File: config.mk
export PLATFORM = sky130hd
export DESIGN_NAME = execute_unit
export DESIGN_NICKNAME = d
export VERILOG_FILES = /design/src/verilog/isa_pkg.sv /design/src/verilog/core_pkg.sv /design/src/verilog/alu.sv /design/src/verilog/execute_unit.sv
export SDC_FILE = /design/constraint.sdc
export NUM_CORES = 1
export LEC_CHECK = 0
export ABC_AREA = 1
export BUFFER_PORTS_ARGS = -buffer_cell sky130_fd_sc_hd__buf_4
export CELL_PAD_IN_SITES_DETAIL_PLACEMENT = 2
export CELL_PAD_IN_SITES_GLOBAL_PLACEMENT = 2
export CORE_UTILIZATION = 31
export CTS_CLUSTER_DIAMETER = 60
export DETAILED_ROUTE_END_ITERATION = 10
export PLACE_DENSITY = 0.93
export SYNTH_ARGS = -nofsm -noshare
export SYNTH_HDL_FRONTEND = slang
export SYNTH_HIERARCHICAL = 1
export SYNTH_SLANG_ARGS = --single-unit
File: constraint.sdc
create_clock -name clk -period 4.5 [get_ports clk]
set_clock_uncertainty 0.05 [all_clocks]
set_input_delay 0.225 -clock clk [delete_from_list [all_inputs] [get_ports clk]]
set_output_delay 0.225 -clock clk [all_outputs]
set_load 0.005 [all_outputs]
File: src/verilog/isa_pkg.sv
package isa_pkg;

    typedef logic [31:0] word_t;
    typedef logic [31:0] inst_t;
    typedef logic [4:0] reg_addr_t;
    typedef logic [6:0] opcode_t;
    typedef logic [2:0] funct3_t;

    // Base opcodes kept by this core
    localparam opcode_t OPC_OP     = 7'b0110011;
    localparam opcode_t OPC_OP_IMM = 7'b0010011;
    localparam opcode_t OPC_LUI    = 7'b0110111;
    localparam opcode_t OPC_AUIPC  = 7'b0010111;
    localparam opcode_t OPC_JAL    = 7'b1101111;
    localparam opcode_t OPC_BRANCH = 7'b1100011;

    // Branch conditions in funct3
    localparam funct3_t BR_EQ  = 3'b000;
    localparam funct3_t BR_NE  = 3'b001;
    localparam funct3_t BR_LT  = 3'b100;
    localparam funct3_t BR_GE  = 3'b101;
    localparam funct3_t BR_LTU = 3'b110;
    localparam funct3_t BR_GEU = 3'b111;

    // addi x0, x0, 0
    localparam inst_t NOP_INST = 32'h0000_0013;

    function automatic word_t imm_i(inst_t inst);
        return {{20{inst[31]}}, inst[31:20]};
    endfunction

    function automatic word_t imm_u(inst_t inst);
        return {inst[31:12], 12'b0};
    endfunction

    function automatic word_t imm_b(inst_t inst);
        return {{20{inst[31]}}, inst[7], inst[30:25], inst[11:8], 1'b0};
    endfunction

    function automatic word_t imm_j(inst_t inst);
        return {{12{inst[31]}}, inst[19:12], inst[20], inst[30:21], 1'b0};
    endfunction

endpackage

File: src/verilog/core_pkg.sv
package core_pkg;

    localparam isa_pkg::word_t RESET_PC = 32'h0000_0000;

    // Instruction memory, word addressed
    localparam int IMEM_DEPTH = 256;
    typedef logic [$clog2(IMEM_DEPTH)-1:0] imem_addr_t;

    // Branch history table, indexed by PC[7:2]
    localparam int BHT_ENTRIES = 64;
    typedef logic [$clog2(BHT_ENTRIES)-1:0] bht_index_t;

    // Commit port credits
    localparam int COMMIT_CREDITS = 4;
    typedef logic [$clog2(COMMIT_CREDITS+1)-1:0] credit_t;

    typedef logic [3:0] alu_op_t;
    localparam alu_op_t ALU_ADD  = 4'd0;
    localparam alu_op_t ALU_SUB  = 4'd1;
    localparam alu_op_t ALU_SLL  = 4'd2;
    localparam alu_op_t ALU_SLT  = 4'd3;
    localparam alu_op_t ALU_SLTU = 4'd4;
    localparam alu_op_t ALU_XOR  = 4'd5;
    localparam alu_op_t ALU_SRL  = 4'd6;
    localparam alu_op_t ALU_SRA  = 4'd7;
    localparam alu_op_t ALU_OR   = 4'd8;
    localparam alu_op_t ALU_AND  = 4'd9;

    typedef enum logic [1:0] {STRONG_NT, WEAK_NT, WEAK_T, STRONG_T} bp_state_t;

endpackage

File: src/verilog/alu.sv
`timescale 1ns/100ps

module alu (
    input  core_pkg::alu_op_t alu_op,
    input  isa_pkg::word_t    a,
    input  isa_pkg::word_t    b,
    output isa_pkg::word_t    result
);
    import core_pkg::*;

    logic [4:0] shamt;

    assign shamt = b[4:0];

    always_comb begin
        case (alu_op)
            ALU_ADD:  result = a + b;
            ALU_SUB:  result = a - b;
            ALU_SLL:  result = a << shamt;
            ALU_SLT:  result = {31'b0, $signed(a) < $signed(b)};
            ALU_SLTU: result = {31'b0, a < b};
            ALU_XOR:  result = a ^ b;
            ALU_SRL:  result = a >> shamt;
            ALU_SRA:  result = $signed(a) >>> shamt;
            ALU_OR:   result = a | b;
            ALU_AND:  result = a & b;
            default:  result = '0;
        endcase
    end

endmodule

File: src/verilog/execute_unit.sv
`timescale 1ns/100ps

module execute_unit (
    input  logic               clk,
    input  logic               reset,
    input  isa_pkg::word_t     d_pc,
    input  isa_pkg::word_t     d_op_a,
    input  isa_pkg::word_t     d_op_b,
    input  isa_pkg::word_t     d_imm,
    input  core_pkg::alu_op_t  d_alu_op,
    input  isa_pkg::reg_addr_t d_rd,
    input  logic               d_wr_en,
    input  logic               d_is_branch,
    input  isa_pkg::funct3_t   d_funct3,
    input  logic               d_pred_taken,
    input  logic               wb_credit,
    output logic               wb_valid,
    output isa_pkg::word_t     wb_pc,
    output isa_pkg::reg_addr_t wb_rd,
    output isa_pkg::word_t     wb_data,
    output logic               stall,
    output logic               redirect,
    output isa_pkg::word_t     redirect_pc,
    output logic               bp_update,
    output isa_pkg::word_t     bp_update_pc,
    output logic               bp_update_taken,
    output logic               x_wr_en,
    output isa_pkg::reg_addr_t x_rd,
    output isa_pkg::word_t     x_result
);
    import isa_pkg::*;
    import core_pkg::*;

    word_t     ex_pc;
    word_t     ex_op_a;
    word_t     ex_op_b;
    word_t     ex_imm;
    alu_op_t   ex_alu_op;
    reg_addr_t ex_rd;
    logic      ex_wr_en;
    logic      ex_is_branch;
    funct3_t   ex_funct3;
    logic      ex_pred_taken;
    word_t     alu_result;
    logic      taken;
    credit_t   credits;

    // A redirect leaves a bubble behind the resolving branch
    always_ff @(posedge clk) begin
        if (reset || redirect) begin
            ex_wr_en <= 1'b0;
            ex_is_branch <= 1'b0;
        end else if (!stall) begin
            ex_wr_en <= d_wr_en;
            ex_is_branch <= d_is_branch;
        end
    end

    always_ff @(posedge clk) begin
        if (!stall) begin
            ex_pc <= d_pc;
            ex_op_a <= d_op_a;
            ex_op_b <= d_op_b;
            ex_imm <= d_imm;
            ex_alu_op <= d_alu_op;
            ex_rd <= d_rd;
            ex_funct3 <= d_funct3;
            ex_pred_taken <= d_pred_taken;
        end
    end

    alu u_alu (.alu_op(ex_alu_op), .a(ex_op_a), .b(ex_op_b), .result(alu_result));

    always_comb begin
        case (ex_funct3)
            BR_EQ:   taken = ex_op_a == ex_op_b;
            BR_NE:   taken = ex_op_a != ex_op_b;
            BR_LT:   taken = $signed(ex_op_a) < $signed(ex_op_b);
            BR_GE:   taken = $signed(ex_op_a) >= $signed(ex_op_b);
            BR_LTU:  taken = ex_op_a < ex_op_b;
            BR_GEU:  taken = ex_op_a >= ex_op_b;
            default: taken = 1'b0;
        endcase
    end

    // Mispredict in either direction
    assign redirect = ex_is_branch && (taken != ex_pred_taken);
    assign redirect_pc = taken ? ex_pc + ex_imm : ex_pc + 32'd4;

    assign bp_update = ex_is_branch;
    assign bp_update_pc = ex_pc;
    assign bp_update_taken = taken;

    // Commit only while the receiver has room
    assign wb_valid = ex_wr_en && credits != '0;
    assign stall = ex_wr_en && credits == '0;
    assign wb_pc = ex_pc;
    assign wb_rd = ex_rd;
    assign wb_data = alu_result;

    assign x_wr_en = ex_wr_en;
    assign x_rd = ex_rd;
    assign x_result = alu_result;

    always_ff @(posedge clk) begin
        if (reset) begin
            credits <= credit_t'(COMMIT_CREDITS);
        end else if (wb_valid && !wb_credit) begin
            credits <= credits - credit_t'(1);
        end else if (!wb_valid && wb_credit) begin
            credits <= credits + credit_t'(1);
        end
    end

endmodule

# After elaboration in Yosys (flattened, before gate mapping)

Cells that the tools add are included.
Widths: inputs -> output; s select.

Equal/unequal tests: 17
Bitwise operators: 3
Order comparisons: 4
Reduce and logical (&&, ||, !) cells: 13
Shift-type cells: 3
$add $sub $neg: 6
Mux-type cells: 5

Operators by type and width:

| operator              | count |
|---|---|
| $pmux 32 s10          | 1 |
| $add 32x32->32        | 2 |
| $ge 32x32->1          | 2 |
| $lt 32x32->1          | 2 |
| $add 32x3->32 const B | 1 |
| $and 32x32->32        | 1 |
| $eq 32x32->1          | 1 |
| $mux 32               | 1 |
| $ne 32x32->1          | 1 |
| $or 32x32->32         | 1 |
| $shl 32x5->32         | 1 |
| $shr 32x5->32         | 1 |
| $sshr 32x5->32        | 1 |
| $sub 32x32->32        | 1 |
| $xor 32x32->32        | 1 |
| $eq 4x3->1 const B    | 4 |
| $eq 3x3->1 const B    | 4 |
| $eq 4x2->1 const B    | 2 |
| $eq 4x4->1 const B    | 2 |
| $logic_not 3->1       | 2 |
| $mux 3                | 2 |
| $pmux 1 s6            | 1 |
| $logic_and 1x1->1     | 5 |
| $eq 4x1->1 const B    | 1 |
| other kinds (9)       | 10 |

Input port bits: 146
Bits in registers: 146

# Longest topological paths before layout

Gate-level depths: netlist of the first run.

Word-level depth: 6
Depth in mapped cells: 21

# Hierarchy

The synthesis of the first run kept the hierarchy.

By module, submodules not included:

| module       | area each (um^2) | seq. area each (um^2) | cells each | times used |
|---|---|---|---|---|
| alu          | 10,181.0         | 0.0                   | 2,072      | 1 |
| execute_unit | 8,603.3          | 4,334.2               | 848        | 1 |

# Worst setup path before layout of the first run

No wires, ideal clock.

Path kind: reg2reg
From: register ex_wr_en (netlist: x_wr_en)
To: register ex_pc[0] (netlist: bp_update_pc[0]), enable pin
Library setup time: 494 ps
Stages on the path, launching flop included: 4
Slack: 765 ps
Data required time: 3,956 ps
Clock period less this slack: 3,735 ps
Arrival: 3,191 ps
Cells stage by stage: dfxtp_1 -> inv_1 -> nor4_1 -> inv_1

Longest elaborated chain between the ends: 1

RTL lines:

| element                | line               | text |
|---|---|---|
| start, declared        | execute_unit.sv:40 | `logic ex_wr_en;` |
| start signal, assigned | execute_unit.sv:54 | `ex_wr_en <= d_wr_en;` |
| $logic_and 1x1->1      | execute_unit.sv:96 | `assign stall = ex_wr_en && credits == '0;` |
| net stall              | execute_unit.sv:21 | `output logic stall,` |
| end signal, assigned   | execute_unit.sv:61 | `ex_pc <= d_pc;` |
| end, declared          | execute_unit.sv:34 | `word_t ex_pc;` |

The timed path passes the listed nets, and every way through them passes these cells.
A chain may end at the register's enable or synchronous reset.

# Final worst setup path of the first run

From: register ex_pc[0] (netlist: bp_update_pc[0])
To: output port redirect_pc[20]

Longest elaborated chain between the ends: 2
Elaborated cells on any way between the ends: 3
Classes of those cells: add/sub (2); mux (1)

RTL lines:

| element                                         | line               | text |
|---|---|---|
| $add 32x3->32 or $add 32x32->32 (tied branches) | execute_unit.sv:88 | `assign redirect_pc = taken ? ex_pc + ex_imm : ex_pc + 32'd4;` |
| $mux 32 (*)                                     | execute_unit.sv:88 |  |
| end, declared                                   | execute_unit.sv:23 | `output isa_pkg::word_t redirect_pc,` |

Mark *: on every way between the ends. The rest lies on a longest branch, timed or not.

==> results of run 1 <==
==> layout make-up <==
type / instances / area, um^2 / area share
diodes: 3 / 7.51 / 0.000323
clock buffers: 20 / 437 / 0.0188
clock inverters: 12 / 109 / 0.00468
inverters: 397 / 1530 / 0.0656
multi-input cells: 2214 / 11900 / 0.510
flip-flops and latches: 146 / 4330 / 0.186
well taps: 773 / 967 / 0.0416
repair buffers: 486 / 4020 / 0.173
==> sequential cells by signal, indices dropped and copies added, names as in the netlist <==
name           flops
ex_alu_op          4
credits            3
x_wr_en            1
bp_update          1
ex_op_b           32
bp_update_pc      32
ex_op_a           32
ex_pred_taken      1
ex_funct3          3
wb_rd              5
ex_imm            32
==> timing repair <==
item | CTS | global route
pin swaps | 0 | 0
endpoints found under the hold margin | 142 | 0
setup endpoints to repair | 27 | 27
resized for setup | 2 | 3
hold buffers | 142 | 0
==> worst max-delay path: stages, from the launching register on <==
cell and delay [ns]:
edfxtp_1 0.46, ha_1 0.21, inv_1 0.06, fa_1 0.42, o21ai_2 0.23, nand2_1 0.10, nand3_1 0.20, nand2_1 0.08
nand2_1 0.20, a21boi_1 0.16, o21ai_0 0.61, nand2_1 0.18, nand2_1 0.16, xor2_1 0.19, nand2_1 0.13, nand2_1 0.14
buf_4 0.12
==> kinds of logic after synthesis <==
group	Yosys count	share of synthesized area
and+or+nand+nor	1614	0.375
DFF	146	0.231
adders and majority gates	168	0.114
xor gates and xnor gates	58	0.0270
muxes	4	0.00213
AOI/OAI and AO/OA	370	0.114
buffers and inverters	560	0.137
==> per-layer routing <==
metal / share of wire / vias up
li1: - / 10200
met1: 0.40 / 11500
met2: 0.49 / 948
met3: 0.056 / 288
met4: 0.052 / 4
met5: 0.00022 / -
==> layout by cell type, fill, tap and decap left out, drive strengths merged, types with 2 or more instances in the layout <==
cell type / Yosys / final
nor3b: 2 / 2
a31oi: 2 / 2
or2: 6 / 6
mux2i: 4 / 4
nor2: 217 / 217
xnor2: 24 / 24
nor3: 36 / 36
nor4: 8 / 8
nand3: 396 / 396
edfxtp: 141 / 141
nand4: 38 / 38
clkbuf: 15 / 20
nand2: 897 / 897
clkinv: 1 / 9
o211ai: 29 / 29
fa: 4 / 4
clkinvlp: 0 / 2
inv: 396 / 397
buf: 148 / 344
nand3b: 4 / 4
and2: 9 / 9
o221ai: 3 / 3
dlygate4sd3: 0 / 142
diode: 0 / 3
ha: 164 / 164
o21bai: 20 / 20
dfxtp: 5 / 5
xor2: 34 / 34
a21o: 4 / 4
o21ai: 128 / 128
o21a: 10 / 10
a21boi: 5 / 5
o22ai: 24 / 24
a21oi: 138 / 138
==> where the power goes <==
group	total, mW	switching [mW]	internal [mW]
combinational	2.74	1.78	0.958
clock	1.49	0.727	0.763
sequential	1.74	0.151	1.58
==> worst min-delay path by stage <==
stage / from / end / slack (ns) / cells past startpoint
4_1_cts: d_is_branch / bp_update / 0.008 / 3
2_1_floorplan: d_pc[0] / bp_update_pc[0] / 0.27 / 0
6_report: d_is_branch / bp_update / 0.06 / 3
3_3_place_gp: d_rd[2] / wb_rd[2] / 0.35 / 1
5_1_grt: d_is_branch / bp_update / 0.07 / 3
3_5_place_dp: d_pc[11] / bp_update_pc[11] / 0.35 / 1
==> qor.yml, run 1 <==
layout:
  finalCoreUtilization: 0.391
  synthToLayoutAreaGrowth_pct: 23.9
  final_layout_size_suffix_gt1_frac: 0.140
  n_fill_cell: 7262
  final_cells: 4051
  nets: 3576
  design_area_um2: 23300
global_route:
  met3_usage: 0.0473
  first_global_vias: 24600
  grt_pass1_wl_mm: 156
  overflow: 0
  grt_usage: 0.340
  grt_use_met2: 0.604
  grt_start_max_net_pins: 142
  busiest_layer: "met2"
  grt_use_met1: 0.398
  grt_antenna_before_repair: 4
placed_design:
  place_ws_ns: 0.451
  placed_area_um2: 21300
  io_buffers: 321
  dpl.cell_count: 3874
  gp_congestion: 0.986
  dp_hpwl_mm: 77.7
synth:
  synthArstFlopShare: 0
  synthCells: 2920
  synthTopCellsByCount: "nand2_1 (883), nand3_1 (386), inv_1 (382)"
  syn-cell-area_um2: 18800
  synth.most_common_cell: "nand2_1"
  synthTopCellsByArea: "edfxtp_1 (23%), nand2_1 (18%), ha_1 (11%)"
  ys_seq_elements: 146
  synth_edf_count: 141
  seq_area_frac_synth: 0.231
  avgSynthCellArea_um2: 6.43
  ys_types: 60
  ys.warnings.count: 6
  synth.top_cell.area_share: 0.225
  synth_top_cell_by_area: "edfxtp_1"
  synth_fp_nets: 3234
  ys.flop_type: "edfxtp_1"
timing:
  drv_slew: 0
  holdWs_ns: 0.0582
  setup_viol: 0
  fmax_mhz: 227
  setup_slack_ns: 0.104
  slew_headroom: 0.186
  tightest_slew_ns: 1.21
  finalSetupTns_ns: 0
  period_needed_ns: 4.40
  hold_violations: 0
  timing.final.crit_share: 0.977
clock_tree:
  cts_tree: "built"
  clk_pin_slew_ns: 0.08
  clk_path_buf_depth: 2
  htreeDepth: 4
  clock-sinks: 146
  cts_buffers: 17
  insertion_delay_ns: 0.48
  root_buffer: "clkbuf_16"
  cts_setup_buffers: 0
power_and_ir_drop:
  p_leak_nw: 11.8
  peakVddDrop_mv: 0.250
  power_mw: 5.97
  powerDensity_nw_per_um2: 256
floorplanning:
  die-area_um2: 61600
  io_pins: 322
  initial_core_util: 0.316
  rows: 89
  design.core.area_um2: 59500
  dieWidth_um: 248
  die_h_um: 248
worst_setup_path:
  cp.required_ns: 4.22
  rr_endpoint: "bp_update"
  crit_path_end: "redirect_pc[20]"
  worstSetupPathType: "flip-flop to primary output"
  worstRegToRegCells: 16
  cp_max_fo: 4
  worstSetupEndpointType: "primary output"
  critPathLaunchType: "flip-flop"
  critical_path_arrival_ns: 4.12
  worstSetupStartpoint: "bp_update_pc[0]"
  ff2ff_setup_slack_ns: 0.89
  rr_startpoint: "ex_op_a[7]"
detailed_routing:
  drc: 0
  via_per_inst: 5.66
  postRouteAntennaNets: 0
  wl_per_cell_um: 26.6
  drtPass1Iterations: 5
  drtIter0Drc: 1630
  wirelength_mm: 108
  num_vias: 22900
job:
  drv_cap: 0
min_path:
  hp-class: "input pin to flip-flop"
status:
  status: "finished clean"
Note: power is estimated with default switching activity, not from simulation.
==> run 2, diff against run 1 <==
Settings changed: REMOVE_ABC_BUFFERS set to 1.
==> run 2 against run 1 <==
Net effect: critical path depth shrank 3; largest cell class unchanged; sequential share of layout area hardly changed; setup slack improved by 0.067 ns; final cell count is essentially flat; via count up 1.7%.
==> qor.yml, run 2 (same netlist as run 1, synthesis figures left out) <==
status:
  status: "finished clean"
clock_tree:
  clk_pin_slew_ns: 0.07
  root_buffer: "clkbuf_16"
  clock-sinks: 146
  insertion_delay_ns: 0.48
  cts_tree: "built"
  clk_path_buf_depth: 2
  htreeDepth: 4
  cts_buffers: 17
worst_setup_path:
  worstSetupEndpointType: "primary output"
  rr_startpoint: "ex_op_a[21]"
  critical_path_arrival_ns: 4.05
  critPathLaunchType: "flip-flop"
  worstSetupPathType: "flip-flop to primary output"
  worstRegToRegCells: 15
  cp_max_fo: 8
  rr_endpoint: "bp_update"
  ff2ff_setup_slack_ns: 1.08
  cp.required_ns: 4.22
floorplanning:
  design.core.area_um2: 59500
  die-area_um2: 61600
  die_h_um: 248
  io_pins: 322
  initial_core_util: 0.316
  rows: 89
  dieWidth_um: 248
detailed_routing:
  wirelength_mm: 110
  drc: 0
  num_vias: 23300
  wl_per_cell_um: 27.2
  drtIter0Drc: 1735
  postRouteAntennaNets: 0
  via_per_inst: 5.75
  drtPass1Iterations: 5
min_path:
  hp-start: "d_wr_en"
  hp-class: "input pin to flip-flop"
  min_to: "x_wr_en"
  min_path_cells: 4
timing:
  drv_slew: 0
  holdWs_ns: 0.0495
  timing.final.crit_share: 0.962
  hold_violations: 0
  finalSetupTns_ns: 0
  setup_slack_ns: 0.171
  fmax_mhz: 231
  period_needed_ns: 4.33
  tightest_slew_ns: 1.37
  rsz0062_at_grt: "false"
  slew_headroom: 0.0776
  setup_viol: 0
layout:
  finalCoreUtilization: 0.392
  final_common_cell: "nand2_1"
  nets: 3580
  layout_common_cells: "nand2_1 (883), nand3_1 (386), inv_1 (381)"
  synthToLayoutAreaGrowth_pct: 24.1
  regArea_um2: 4330
  final_layout_size_suffix_gt1_frac: 0.142
  n_fill_cell: 7254
  multi_input_area_um2: 11900
placed_design:
  dp_hpwl_mm: 78.9
  gp_congestion: 0.964
  place_ws_ns: 0.723
  io_buffers: 321
power_and_ir_drop:
  p_leak_nw: 11.8
  power_mw: 6.09
  peakVddDrop_mv: 0.305
  powerDensity_nw_per_um2: 261
global_route:
  grt_antenna_before_repair: 2
  grt_start_max_net_pins: 88
  grt_pass1_wl_mm: 162
  grt_usage: 0.354
  first_global_vias: 25500
  overflow: 0
job:
  drv_cap: 0
## run 2: cell count changes in the layout (fill, tap and decap cells not counted), moves of 2 or more
cell and change:
bufinv_16 +2, buf_4 +5, clkinv_4 -2, clkinvlp_4 +2
clkbuf_1 -2
## run 2: area by class of cell
class / count / area share
clock inverters: 13 / 0.00692
multi-input cells: 2214 / 0.510
clock buffers: 18 / 0.0184
diodes: 2 / 0.000215
well taps: 773 / 0.0415
repair buffers: 490 / 0.173
inverters: 397 / 0.0645
flip-flops and latches: 146 / 0.186
## run 2: layer usage
layer / vias to the layer above / part of all wire / track usage / wire, um
li1: 10200 / - / - / -
met1: 11700 / 0.39 / 0.408 / 42600
met2: 1090 / 0.50 / 0.631 / 55000
met3: 325 / 0.063 / 0.0535 / 6920
met4: 0 / 0.053 / 0.186 / 5880
met5: - / 0 / 0 / 0
## run 2: critical path, stage by stage, from the launching register on
cell and delay (ns):
edfxtp_1 0.70, inv_1 0.15, ha_1 0.63, inv_1 0.29, nand2_1 0.12, nand2_1 0.08, a21oi_1 0.18, o21ai_0 0.17
a21oi_1 0.47, nand2_1 0.21, nor2_1 0.18, nor2_1 0.07, nand2_1 0.17, buf_4 0.14
## run 2: stage by stage
stage,instance area (um^2),std cells
5_1_grt,23300,4053
2_1_floorplan,17700,2757
4_1_cts,23300,4050
6_report,23300,4053
3_3_place_gp,21300,3877
3_5_place_dp,21300,3877
## run 2: timing repair
action,CTS,global route
buffers inserted,0,1
hold buffers,142,0
gates resized for setup,0,3
hold endpoints to repair,142,0
setup endpoints to repair,0,27
## run 2: worst max-delay path by stage
| stage | startpoint | to | slack [ns] | depth (start not counted) |
|---|---|---|---|---|
| global placement | ex_op_a[7] | redirect_pc[29] | 1.08 | 16 |
| finish | ex_op_a[21] | x_result[0] | 0.17 | 13 |
| global route | ex_op_a[21] | redirect_pc[8] | 0.09 | 14 |
| CTS | ex_op_a[7] | redirect_pc[10] | 0.05 | 16 |
| detailed placement | ex_op_a[7] | redirect_pc[3] | 0.72 | 16 |
| floorplan | ex_op_b[2] | wb_data[12] | 0.59 | 11 |
## run 2: power breakdown
part | switching, mW | internal, mW | leakage [nW]
clock | 0.712 | 0.870 | 0.279
sequential | 0.155 | 1.58 | 1.53
combinational | 1.81 | 0.961 | 10.0
